===== src/common/serialize_defs.svh =====
////////////////////
// Compile-time sizes of the read ID serializer
// MAX_UNIQ_IDS must not exceed 2**MST_ID_W
////////////////////
`ifndef SERIALIZE_DEFS_SVH
`define SERIALIZE_DEFS_SVH

// Slave port ID width
`define SLV_ID_W 4

// Master port ID width
`define MST_ID_W 2

// Number of master IDs, one serializer slot each
`define MAX_UNIQ_IDS 4

// Reads in flight per slot before AR stalls
`define MAX_TXNS_PER_ID 4

// Added to the slave ID before the modulo
`define ID_BASE_OFFSET 1

// Address and data widths, same on both ports
`define ADDR_W 32
`define DATA_W 32

// AXI burst length field
`define LEN_W 8

`endif


===== src/common/serialize_pkg.sv =====
////////////////////
// Types shared by the read ID serializer
// Slot mapping is static, no lookup table
////////////////////
`include "serialize_defs.svh"

package read_id_serialize_pkg;

  // Slot index width, at least one bit
  localparam int unsigned SlotW = (`MAX_UNIQ_IDS > 1) ? $clog2(`MAX_UNIQ_IDS) : 1;

  typedef logic [`SLV_ID_W-1:0] slv_id_t;
  typedef logic [`MST_ID_W-1:0] mst_id_t;
  typedef logic [SlotW-1:0]     slot_t;
  typedef logic [`ADDR_W-1:0]   addr_t;
  typedef logic [`DATA_W-1:0]   data_t;
  typedef logic [`LEN_W-1:0]    len_t;

  // AR beat as seen on the master port
  typedef struct packed {
    mst_id_t id;
    addr_t   addr;
    len_t    len;
  } mst_ar_t;

  // Static slave ID to slot mapping
  // Offset first, then wrap into the slot range
  function automatic slot_t slot_of(input slv_id_t id);
    int unsigned sum;
    sum = int'(id) + `ID_BASE_OFFSET;
    return slot_t'(sum % `MAX_UNIQ_IDS);
  endfunction

endpackage


===== src/id_serializer/id_serializer.sv =====
////////////////////
// Per-slot queue of slave IDs in flight
// R beats must return in AR order for the slot
////////////////////
`timescale 1ns/1ps
`include "serialize_defs.svh"

module id_serializer
  import read_id_serialize_pkg::*;
(
  input  logic    clk_i,
  input  logic    arst_n_i,
  // AR from the steering stage
  input  logic    ar_valid_i,
  input  slv_id_t ar_id_i,
  output logic    ar_ready_o,
  // AR toward the spill register
  output logic    ar_out_valid_o,
  input  logic    ar_out_ready_i,
  // R beats routed to this slot
  input  logic    r_valid_i,
  input  logic    r_ready_i,
  input  logic    r_last_i,
  output logic    r_valid_o,
  output slv_id_t r_id_o
);

  localparam int unsigned Depth = `MAX_TXNS_PER_ID;
  localparam int unsigned PtrW  = (Depth > 1) ? $clog2(Depth) : 1;
  localparam int unsigned CntW  = $clog2(Depth + 1);

  // Slave IDs of reads in flight, oldest at rd_ptr_q
  slv_id_t id_q [Depth];

  logic [PtrW-1:0] wr_ptr_q;
  logic [PtrW-1:0] rd_ptr_q;
  logic [CntW-1:0] count_q;

  logic full;
  logic empty;
  logic push;
  logic pop;

  assign full  = (count_q == CntW'(Depth));
  assign empty = (count_q == '0);

  // Accept only with room left and the spill register free
  assign ar_ready_o     = ~full & ar_out_ready_i;
  assign ar_out_valid_o = ar_valid_i & ~full;

  // Push at the slave AR handshake
  assign push = ar_valid_i & ar_ready_o;

  // R only passes while a read is owed to this slot
  assign r_valid_o = r_valid_i & ~empty;
  assign r_id_o    = id_q[rd_ptr_q];

  // Entry retires on the last beat handshake
  assign pop = r_valid_o & r_ready_i & r_last_i;

  always_ff @(posedge clk_i) begin
    if (push) begin
      id_q[wr_ptr_q] <= ar_id_i;
    end
  end

  // Pointers wrap at Depth, which need not be a power of two
  always_ff @(posedge clk_i or negedge arst_n_i) begin
    if (!arst_n_i) begin
      wr_ptr_q <= '0;
      rd_ptr_q <= '0;
    end else begin
      if (push) begin
        if (wr_ptr_q == PtrW'(Depth - 1)) begin
          wr_ptr_q <= '0;
        end else begin
          wr_ptr_q <= wr_ptr_q + 1'b1;
        end
      end
      if (pop) begin
        if (rd_ptr_q == PtrW'(Depth - 1)) begin
          rd_ptr_q <= '0;
        end else begin
          rd_ptr_q <= rd_ptr_q + 1'b1;
        end
      end
    end
  end

  // Push and pop in the same cycle leave the count unchanged
  always_ff @(posedge clk_i or negedge arst_n_i) begin
    if (!arst_n_i) begin
      count_q <= '0;
    end else if (push && !pop) begin
      count_q <= count_q + 1'b1;
    end else if (pop && !push) begin
      count_q <= count_q - 1'b1;
    end
  end

endmodule


===== src/rtl/ar_steer.sv =====
////////////////////
// Slave AR to slot demux, slot to master AR merge
// Purely combinational
////////////////////
`timescale 1ns/1ps
`include "serialize_defs.svh"

module ar_steer
  import read_id_serialize_pkg::*;
(
  input  logic                     slv_ar_valid_i,
  input  slv_id_t                  slv_ar_id_i,
  input  addr_t                    slv_ar_addr_i,
  input  len_t                     slv_ar_len_i,
  input  logic [`MAX_UNIQ_IDS-1:0] slot_ready_i,
  input  logic                     spill_ready_i,
  output logic                     slv_ar_ready_o,
  output logic [`MAX_UNIQ_IDS-1:0] slot_valid_o,
  output slv_id_t                  slot_id_o,
  output logic                     ar_valid_o,
  output mst_ar_t                  ar_o
);

  // Slot picked by the incoming slave ID
  slot_t sel;

  // Slots that take the beat this cycle
  logic [`MAX_UNIQ_IDS-1:0] slot_take;

  assign sel = slot_of(slv_ar_id_i);

  // Only the mapped slot sees valid
  always_comb begin
    slot_valid_o = '0;
    for (int i = 0; i < `MAX_UNIQ_IDS; i++) begin
      if (sel == slot_t'(i)) begin
        slot_valid_o[i] = slv_ar_valid_i;
      end
    end
  end

  // Every slot sees the original ID, the valid picks the owner
  assign slot_id_o = slv_ar_id_i;

  // Ready comes from the owning slot only
  assign slv_ar_ready_o = slot_ready_i[sel];

  // A slot takes the beat when its valid meets its ready
  assign slot_take = slot_valid_o & slot_ready_i;

  // Merged valid toward the spill register
  // Beat moves only on a cycle the spill register takes it
  assign ar_valid_o = spill_ready_i & (|slot_take);

  // Master ID is the slot index
  // addr and len go through untouched
  always_comb begin
    ar_o      = '0;
    ar_o.id   = mst_id_t'(sel);
    ar_o.addr = slv_ar_addr_i;
    ar_o.len  = slv_ar_len_i;
  end

endmodule


===== src/rtl/r_route.sv =====
////////////////////
// Master R demux by ID, slot merge toward slave
// Zero-cycle path, IDs beyond the slot range get no valid
////////////////////
`timescale 1ns/1ps
`include "serialize_defs.svh"

module r_route
  import read_id_serialize_pkg::*;
(
  input  logic                                mst_r_valid_i,
  input  mst_id_t                             mst_r_id_i,
  input  data_t                               mst_r_data_i,
  input  logic                                mst_r_last_i,
  output logic                                mst_r_ready_o,
  output logic    [`MAX_UNIQ_IDS-1:0]         slot_r_valid_o,
  input  logic    [`MAX_UNIQ_IDS-1:0]         slot_r_valid_i,
  input  slv_id_t [`MAX_UNIQ_IDS-1:0]         slot_r_id_i,
  output logic                                slv_r_valid_o,
  input  logic                                slv_r_ready_i,
  output slv_id_t                             slv_r_id_o,
  output data_t                               slv_r_data_o,
  output logic                                slv_r_last_o
);

  // Index of the slot holding the beat
  slot_t act;

  // Master ID names the slot directly
  always_comb begin
    slot_r_valid_o = '0;
    for (int i = 0; i < `MAX_UNIQ_IDS; i++) begin
      if (mst_r_id_i == mst_id_t'(i)) begin
        slot_r_valid_o[i] = mst_r_valid_i;
      end
    end
  end

  // One-hot slot valid back to an index
  always_comb begin
    act = '0;
    for (int i = 0; i < `MAX_UNIQ_IDS; i++) begin
      if (slot_r_valid_i[i]) begin
        act = slot_t'(i);
      end
    end
  end

  // At most one slot is active
  assign slv_r_valid_o = |slot_r_valid_i;
  assign slv_r_id_o    = slot_r_id_i[act];
  assign slv_r_data_o  = mst_r_data_i;
  assign slv_r_last_o  = mst_r_last_i;

  // Stall the master while no slot owns the beat
  assign mst_r_ready_o = slv_r_ready_i & (|slot_r_valid_i);

endmodule


===== src/rtl/read_id_serialize.sv =====
////////////////////
// Read-only AXI ID serializer, write channels not handled
// Slot is (ID + offset) mod MAX_UNIQ_IDS
////////////////////
`timescale 1ns/1ps
`include "serialize_defs.svh"

module read_id_serialize
  import read_id_serialize_pkg::*;
(
  input  logic    clk_i,
  input  logic    arst_n_i,
  // Slave AR
  input  logic    slv_ar_valid_i,
  output logic    slv_ar_ready_o,
  input  slv_id_t slv_ar_id_i,
  input  addr_t   slv_ar_addr_i,
  input  len_t    slv_ar_len_i,
  // Slave R
  output logic    slv_r_valid_o,
  input  logic    slv_r_ready_i,
  output slv_id_t slv_r_id_o,
  output data_t   slv_r_data_o,
  output logic    slv_r_last_o,
  // Master AR
  output logic    mst_ar_valid_o,
  input  logic    mst_ar_ready_i,
  output mst_id_t mst_ar_id_o,
  output addr_t   mst_ar_addr_o,
  output len_t    mst_ar_len_o,
  // Master R
  input  logic    mst_r_valid_i,
  output logic    mst_r_ready_o,
  input  mst_id_t mst_r_id_i,
  input  data_t   mst_r_data_i,
  input  logic    mst_r_last_i
);

  logic    [`MAX_UNIQ_IDS-1:0] slot_ar_valid;
  logic    [`MAX_UNIQ_IDS-1:0] slot_ar_ready;
  slv_id_t                     slot_ar_id;
  logic                        spill_ready;
  logic                        merged_ar_valid;
  mst_ar_t                     merged_ar;
  mst_ar_t                     mst_ar;
  logic    [`MAX_UNIQ_IDS-1:0] route_r_valid;
  logic    [`MAX_UNIQ_IDS-1:0] slot_r_valid;
  slv_id_t [`MAX_UNIQ_IDS-1:0] slot_r_id;

  ar_steer i_ar_steer (
    .slv_ar_valid_i (slv_ar_valid_i),
    .slv_ar_id_i    (slv_ar_id_i),
    .slv_ar_addr_i  (slv_ar_addr_i),
    .slv_ar_len_i   (slv_ar_len_i),
    .slot_ready_i   (slot_ar_ready),
    .spill_ready_i  (spill_ready),
    .slv_ar_ready_o (slv_ar_ready_o),
    .slot_valid_o   (slot_ar_valid),
    .slot_id_o      (slot_ar_id),
    .ar_valid_o     (merged_ar_valid),
    .ar_o           (merged_ar)
  );

  // One serializer per master ID
  for (genvar i = 0; i < `MAX_UNIQ_IDS; i++) begin : gen_slot
    id_serializer i_id_serializer (
      .clk_i          (clk_i),
      .arst_n_i       (arst_n_i),
      .ar_valid_i     (slot_ar_valid[i]),
      .ar_id_i        (slot_ar_id),
      .ar_ready_o     (slot_ar_ready[i]),
      .ar_out_valid_o (),
      .ar_out_ready_i (spill_ready),
      .r_valid_i      (route_r_valid[i]),
      .r_ready_i      (slv_r_ready_i),
      .r_last_i       (mst_r_last_i),
      .r_valid_o      (slot_r_valid[i]),
      .r_id_o         (slot_r_id[i])
    );
  end

  r_route i_r_route (
    .mst_r_valid_i  (mst_r_valid_i),
    .mst_r_id_i     (mst_r_id_i),
    .mst_r_data_i   (mst_r_data_i),
    .mst_r_last_i   (mst_r_last_i),
    .mst_r_ready_o  (mst_r_ready_o),
    .slot_r_valid_o (route_r_valid),
    .slot_r_valid_i (slot_r_valid),
    .slot_r_id_i    (slot_r_id),
    .slv_r_valid_o  (slv_r_valid_o),
    .slv_r_ready_i  (slv_r_ready_i),
    .slv_r_id_o     (slv_r_id_o),
    .slv_r_data_o   (slv_r_data_o),
    .slv_r_last_o   (slv_r_last_o)
  );

  spill_register i_spill_register (
    .clk_i    (clk_i),
    .arst_n_i (arst_n_i),
    .valid_i  (merged_ar_valid),
    .ready_o  (spill_ready),
    .data_i   (merged_ar),
    .valid_o  (mst_ar_valid_o),
    .ready_i  (mst_ar_ready_i),
    .data_o   (mst_ar)
  );

  assign mst_ar_id_o   = mst_ar.id;
  assign mst_ar_addr_o = mst_ar.addr;
  assign mst_ar_len_o  = mst_ar.len;

endmodule


===== src/rtl/spill_register.sv =====
////////////////////
// Two-entry AR cut, order kept
// Ready and valid both come from flops
////////////////////
`timescale 1ns/1ps

module spill_register
  import read_id_serialize_pkg::*;
(
  input  logic    clk_i,
  input  logic    arst_n_i,
  input  logic    valid_i,
  output logic    ready_o,
  input  mst_ar_t data_i,
  output logic    valid_o,
  input  logic    ready_i,
  output mst_ar_t data_o
);

  // Entry A takes new beats, B holds an older one stalled downstream
  mst_ar_t a_data_q;
  mst_ar_t b_data_q;
  logic    a_full_q;
  logic    b_full_q;

  logic a_fill;
  logic a_drain;
  logic b_fill;
  logic b_drain;

  // Upstream write into A
  assign a_fill  = valid_i & ready_o;
  // A empties when it moves out, or spills into B
  assign a_drain = a_full_q & ~b_full_q;
  // A spills into B only when downstream stalls
  assign b_fill  = a_drain & ~ready_i;
  assign b_drain = b_full_q & ready_i;

  always_ff @(posedge clk_i) begin
    if (a_fill) begin
      a_data_q <= data_i;
    end
    if (b_fill) begin
      b_data_q <= a_data_q;
    end
  end

  always_ff @(posedge clk_i or negedge arst_n_i) begin
    if (!arst_n_i) begin
      a_full_q <= 1'b0;
      b_full_q <= 1'b0;
    end else begin
      if (a_fill || a_drain) begin
        a_full_q <= a_fill;
      end
      if (b_fill || b_drain) begin
        b_full_q <= b_fill;
      end
    end
  end

  // Falls only with both entries taken
  assign ready_o = ~a_full_q | ~b_full_q;

  assign valid_o = a_full_q | b_full_q;

  // B is older, it goes first
  assign data_o = b_full_q ? b_data_q : a_data_q;

endmodule


===== config.mk =====
export PLATFORM = sky130hd
export DESIGN_NAME = read_id_serialize
export DESIGN_NICKNAME = d
export VERILOG_FILES = /design/src/common/serialize_pkg.sv /design/src/id_serializer/id_serializer.sv /design/src/rtl/ar_steer.sv /design/src/rtl/r_route.sv /design/src/rtl/read_id_serialize.sv /design/src/rtl/spill_register.sv
export VERILOG_INCLUDE_DIRS = /design/src /design/src/common
export SDC_FILE = /design/constraint.sdc
export NUM_CORES = 1
export LEC_CHECK = 0
export ABC_CLOCK_PERIOD_IN_PS = 5860
export BUFFER_PORTS_ARGS = -buffer_cell sky130_fd_sc_hd__buf_2
export CAP_MARGIN = 20
export CORE_MARGIN = 2
export CORE_UTILIZATION = 45
export DETAILED_ROUTE_END_ITERATION = 10
export PLACE_DENSITY = 0.77
export SKIP_LAST_GASP = 1
export SYNTH_ARGS = -nofsm -noshare
export SYNTH_HDL_FRONTEND = slang
export SYNTH_SLANG_ARGS = --single-unit

===== constraint.sdc =====
create_clock -name clk_i -period 5.86 [get_ports clk_i]
set_input_delay 1.172 -clock clk_i [delete_from_list [all_inputs] [get_ports clk_i]]
set_output_delay 1.172 -clock clk_i [all_outputs]
set_load 0.1 [all_outputs]

==> flow_summary.yaml, run 1 <==
global_routing:
  grt_pass1_wl_um: 21900
  busiest_layer: "met2"
  use_met2: 0.255
  gr-usage-met3: 0.0540
  grt_use_total: 0.162
  overflow: 0
  grt_max_degree: 48
  antenna_found_initial: 0
  grt_pass1_vias: 4105
  use_met1: 0.207
yosys:
  synth_area_um2: 7630
  synth_adder_area_share: 0.0564
  yosys_most_used_dff: "edfxtp_1"
  synth_enable_flop_cells: 148
  synth_top_family_by_area: "multiplexers"
  yosysWarnings: 0
  muxShareOfSynthArea: 0.130
  yosys_register_bits: 178
  ys_seq_area_frac: 0.681
  synthArstFlopShare: 0.169
  synthDistinctLibCells: 35
  synth_xor_area_frac: 0.0138
  synthCells: 450
  synth-simple-area-share: 0.0528
  syn-num-nets: 567
  postSynthAreaPerCell_um2: 17.0
  synth_compound_area_frac: 0.0166
route:
  viasPerCell: 5.19
  ant_nets: 0
  dr.pass1.iters: 4
  vias: 3943
  routed_wl_um: 13900
  initialDrtViolationCount: 269
  wire_per_inst_um: 18.3
  drc_errors: 0
place:
  port_buffers: 103
  place_hpwl_um: 9890
  place_inst: 728
  routabilityCongestion: 0.841
clock_tree:
  cts.path.max_buffers: 2
  cts_root_buf: "clkbuf_16"
  clkTransAtPathRegs_ns: 0.06
  cts_buffers: 17
  cts_resized: 0
  cts_sinks: 178
  cts_tree: "built"
  htree_num_levels: 4
  cts_hold_buf: 0
  clkLatencyLatePin_ns: 0.42
  post-cts-setup-buffer-count: 0
sta:
  fin_crit_sh: 0.693
  max_freq_mhz: 246
  clock_skew_ns: 0.00636
  final-setup-viol-count: 0
  slew_headroom: 0.309
  worstMarginPinSlew_ns: 1.04
  rsz0062_at_grt: "false"
  hold_viol: 0
  drv_slew: 0
  final.min_clock_period_ns: 4.06
  fin_setup_tns_ns: 0
final_layout:
  fin_cells: 760
  antenna-diode-count: 0
  area_delta_synth_final_pct: 13.8
  drive_above_1_share: 0.385
  finalNetCount: 644
  final_cell_mix: "148 x edfxtp_1, 103 x buf_2, 54 x mux2_2"
  layout_commonest_cell: "edfxtp_1"
die:
  initial_utilization: 0.460
  die_h_um: 134
  core_um2: 16600
  io-pin-count: 168
  die_area_um2: 18000
  num_rows: 47
  die_w_um: 134
critical_path:
  critical_path_required_ns: 4.69
  cp_max_fo: 20
  path_class: "in -> out"
  rrSetupSlack_ns: 2.80
  startpoint_type: "input pin"
  cp.arrival_ns: 2.89
  crit_path_end_kind: "output port"
min_path:
  hold_path.class: "reg -> reg"
status:
  status: "finished clean"
power:
  power_density_nw_per_um2: 510
  cellLeakagePower_nw: 3.25
  ir_drop_uv: 412
job:
  maxCapViolCount: 0
[metrics by stage]
step	utilization	area [um2]	power (mW)	setup WS, ns	hold WS [ns]
floorplan	-	7630	3.18	0.726	0.422
global placement	0.490	8130	3.33	1.88	0.429
detailed placement	0.490	8130	3.40	1.78	0.432
CTS	0.524	8680	4.47	1.79	0.452
global route	0.524	8680	4.64	1.65	0.463
finish	0.524	8680	4.43	1.80	0.448
[routing by layer]
layer  part of all wire  routed length, um
met5                  0                  0
met4              0.020                280
met3              0.089               1240
met2               0.47               6540
met1               0.42               5810
[registers in the layout, indices dropped and copies added, names as in the netlist]
signal,cells
gen_slot.i_id_serializer.count_q,12
gen_slot.i_id_serializer.rd_ptr_q,8
gen_slot.i_id_serializer.id_q,64
i_spill_register.a_full_q,1
gen_slot.i_id_serializer.wr_ptr_q,8
i_spill_register.b_full_q,1
i_spill_register.a_data_q,42
i_spill_register.b_data_q,42
[final cells by class]
type                    count  area, um2
clock buffers              22        444
clock inverters            10        111
repair buffers            104        523
well taps                 220        275
fillers                  1377       7900
inverters                  18       67.6
multi-input cells         208       2060
flip-flops and latches    178       5200
[worst max-delay path: stages]
cell	delay, ns
buf_2	0.34
inv_1	0.16
ha_1	0.35
mux4_1	0.23
a21boi_0	0.16
buf_2	0.46
[path summary, 6_finish.rpt]
path / cells after the start / endpoint / startpoint
max in group asynchronous: 1 / i_spill_register.b_full_q / arst_n_i
min reg2reg: 0 / i_spill_register.b_data_q[14] / i_spill_register.a_data_q[14]
min: 0 / i_spill_register.b_data_q[14] / i_spill_register.a_data_q[14]
min in group asynchronous: 1 / gen_slot[0].i_id_serializer.wr_ptr_q[1] / arst_n_i
max reg2reg: 4 / i_spill_register.a_full_q / i_spill_register.b_full_q
max: 6 / slv_ar_ready_o / slv_ar_id_i[0]
[cell usage after synthesis, drive strengths merged, types with 2 or more instances]
| cell type | n | area share |
|---|---|---|
| fa | 4 | 0.010 |
| or3 | 6 | 0.0049 |
| inv | 18 | 0.0089 |
| clkbuf | 9 | 0.0044 |
| nor2b | 2 | 0.0016 |
| nand2 | 14 | 0.0069 |
| xnor2 | 4 | 0.0046 |
| xor2 | 8 | 0.0092 |
| o221ai | 4 | 0.0046 |
| and3 | 4 | 0.0033 |
| nor3 | 6 | 0.0039 |
| nor2 | 14 | 0.0069 |
| and2 | 17 | 0.015 |
| or3b | 4 | 0.0046 |
| o21ai | 12 | 0.0079 |
| a21boi | 2 | 0.0020 |
| edfxtp | 148 | 0.58 |
| mux2 | 54 | 0.080 |
| buf | 37 | 0.036 |
| dfrtp | 30 | 0.098 |
| ha | 28 | 0.046 |
| mux4 | 17 | 0.051 |
[power by group]
part	internal [mW]	leakage, nW	switching, mW	total (mW)
Clock	0.626	0.266	0.444	1.07
Sequential	1.62	1.73	0.215	1.84
Combinational	0.425	1.26	1.10	1.52
[logic make-up (layout without fill, tap and decap cells)]
| group | Yosys count | after routing |
|---|---|---|
| buffers and inverters | 64 | 154 |
| AO/OA/AOI/OAI | 20 | 20 |
| adder cells (fa/ha/maj) | 32 | 32 |
| multiplexers | 71 | 71 |
| flip-flops | 178 | 178 |
| AND/OR/NAND/NOR | 73 | 73 |
| XOR/XNOR | 12 | 12 |
No activity file was read; power rests on OpenSTA's default activity.
==> run 2, diff against run 1 <==
--- a/config.mk
+++ b/config.mk
@@ -6,7 +6,7 @@
 export SDC_FILE = /design/constraint.sdc
 export NUM_CORES = 1
 export LEC_CHECK = 0
-export ABC_CLOCK_PERIOD_IN_PS = 5860
+export ABC_CLOCK_PERIOD_IN_PS = 4000
 export BUFFER_PORTS_ARGS = -buffer_cell sky130_fd_sc_hd__buf_2
 export CAP_MARGIN = 20
 export CORE_MARGIN = 2
==> constraint.sdc (replaced) <==
create_clock -name clk_i -period 4 [get_ports clk_i]
set_input_delay 0.8 -clock clk_i [delete_from_list [all_inputs] [get_ports clk_i]]
set_output_delay 0.8 -clock clk_i [all_outputs]
set_load 0.1 [all_outputs]
==> run 2 against run 1 <==
Setup slack got worse by 1.3 ns; clock-buffer cell count decreased by 4; power increased by 47%; sequential share of layout area decreased by 0.23 points; non-clock buffer count increased by 3; final area increased by 0.39%; critical path depth decreased by 1; sequential power increased by 44%; clock power increased by 47%; highest routed layer unchanged.
==> flow_summary.yaml, run 2 (same netlist as run 1, synthesis figures left out) <==
status:
  status: "finished clean"
clock_tree:
  cts_tree: "built"
  htree_num_levels: 4
  cts.path.max_buffers: 2
  cts_root_buf: "clkbuf_16"
  clkLatencyLatePin_ns: 0.42
  cts_buffers: 17
  cts_resized: 0
  cts_sinks: 178
  cts_hold_buf: 0
  post-cts-setup-buffer-count: 0
  clkTransAtPathRegs_ns: 0.07
global_routing:
  antenna_found_initial: 0
  grt_pass1_vias: 4214
  overflow: 0
  grt_max_degree: 47
  grt_use_total: 0.167
  grt_pass1_wl_um: 22900
die:
  die_w_um: 134
  io-pin-count: 168
  die_area_um2: 18000
  core_um2: 16600
  initial_utilization: 0.460
  die_h_um: 134
  num_rows: 47
sta:
  rsz0062_at_grt: "false"
  hold_viol: 0
  final.min_clock_period_ns: 3.46
  drv_slew: 0
  clock_skew_ns: 0.00853
  worstMarginPinSlew_ns: 0.739
  slew_headroom: 0.503
  final-setup-viol-count: 0
  max_freq_mhz: 289
  fin_setup_tns_ns: 0
  fin_crit_sh: 0.864
critical_path:
  critical_path_required_ns: 3.20
  path_class: "reg -> out"
  cp_top_family: "simple AND/OR/NAND/NOR gates"
  cpMaxStageDelayCell: "nor3_1"
  rrSetupSlack_ns: 1.39
  cp_max_fo: 6
  crit_chain: "nor3_1 > o32ai_1 > or3_1 > and2_1 > buf_2"
  critPathBufInv: 1
  cpPeakStageDelay_ns: 0.62
  rr_worst_depth: 8
  r2r_start: "i_spill_register.a_full_q"
  r2r_end: "gen_slot[0].i_id_serializer.count_q[2]"
  cp.arrival_ns: 2.66
  startpoint_type: "flop"
  crit_path_end_kind: "output port"
place:
  place_inst: 731
  port_buffers: 103
  place_hpwl_um: 9870
  routabilityCongestion: 0.937
final_layout:
  reg_top3: "gen_slot.i_id_serializer.id_q x64, i_spill_register.a_data_q x42, i_spill_register.b_data_q x42"
  top_register: "gen_slot.i_id_serializer.id_q"
  layout_commonest_cell: "edfxtp_1"
  antenna-diode-count: 0
  fin_cells: 763
  largest_reg_flops: 64
  final_cell_mix: "148 x edfxtp_1, 103 x buf_2, 54 x mux2_2"
  drive_above_1_share: 0.398
  area_delta_synth_final_pct: 14.3
  finalNetCount: 647
route:
  vias: 3951
  routed_wl_um: 14200
  initialDrtViolationCount: 301
  wire_per_inst_um: 18.6
  viasPerCell: 5.18
  dr.pass1.iters: 4
  ant_nets: 0
  drc_errors: 0
power:
  ir_drop_uv: 850
  cellLeakagePower_nw: 3.27
  power_density_nw_per_um2: 745
  report.power.total_mw: 6.49
job:
  maxCapViolCount: 0
min_path:
  hold_path.class: "in -> async"
## run 2: per-layer routing
metal	track usage	vias up	part of all wire
li1	-	1804	-
met1	0.216	1952	0.43
met2	0.262	178	0.47
met3	0.0597	17	0.084
met4	0.0632	0	0.016
met5	0	-	0
## run 2: where the power goes
group / switching, mW / internal (mW) / total, mW
combinational: 1.64 / 0.632 / 2.27
sequential: 0.279 / 2.38 / 2.65
clock: 0.704 / 0.864 / 1.57
total: 2.62 / 3.87 / 6.49
## run 2: area by class of cell
cell class,count,area [um2]
Clock buffer,18,429
Multi-Input combinational cell,208,2070
Inverter,18,67.6
Fill cell,1358,7870
Tap cell,220,275
Clock inverter,14,131
Timing Repair Buffer,107,546
Sequential cell,178,5200
## run 2: worst max-delay path by stage
| stage | startpoint | endpoint | slack [ns] | cells past startpoint |
|---|---|---|---|---|
| global route | gen_slot[1].i_id_serializer.count_q[0] | mst_r_ready_o | 0.42 | 5 |
| finish | gen_slot[1].i_id_serializer.count_q[0] | mst_r_ready_o | 0.54 | 5 |
| global placement | slv_ar_id_i[0] | slv_ar_ready_o | 0.96 | 6 |
| detailed placement | mst_r_valid_i | slv_r_id_o[3] | 0.81 | 6 |
| floorplan | mst_r_valid_i | mst_r_ready_o | 0.27 | 4 |
| CTS | gen_slot[1].i_id_serializer.count_q[0] | mst_r_ready_o | 0.55 | 5 |
## run 2: stage by stage
| step | hold slack (ns) | cell area (um2) | worst slack (ns) | util |
|---|---|---|---|---|
| 2_1_floorplan | 0.422 | 7630 | 0.272 | - |
| 3_3_place_gp | 0.429 | 8160 | 0.957 | 0.492 |
| 3_5_place_dp | 0.433 | 8160 | 0.811 | 0.492 |
| 4_1_cts | 0.448 | 8720 | 0.549 | 0.526 |
| 5_1_grt | 0.452 | 8720 | 0.416 | 0.526 |
| 6_report | 0.428 | 8720 | 0.544 | 0.526 |
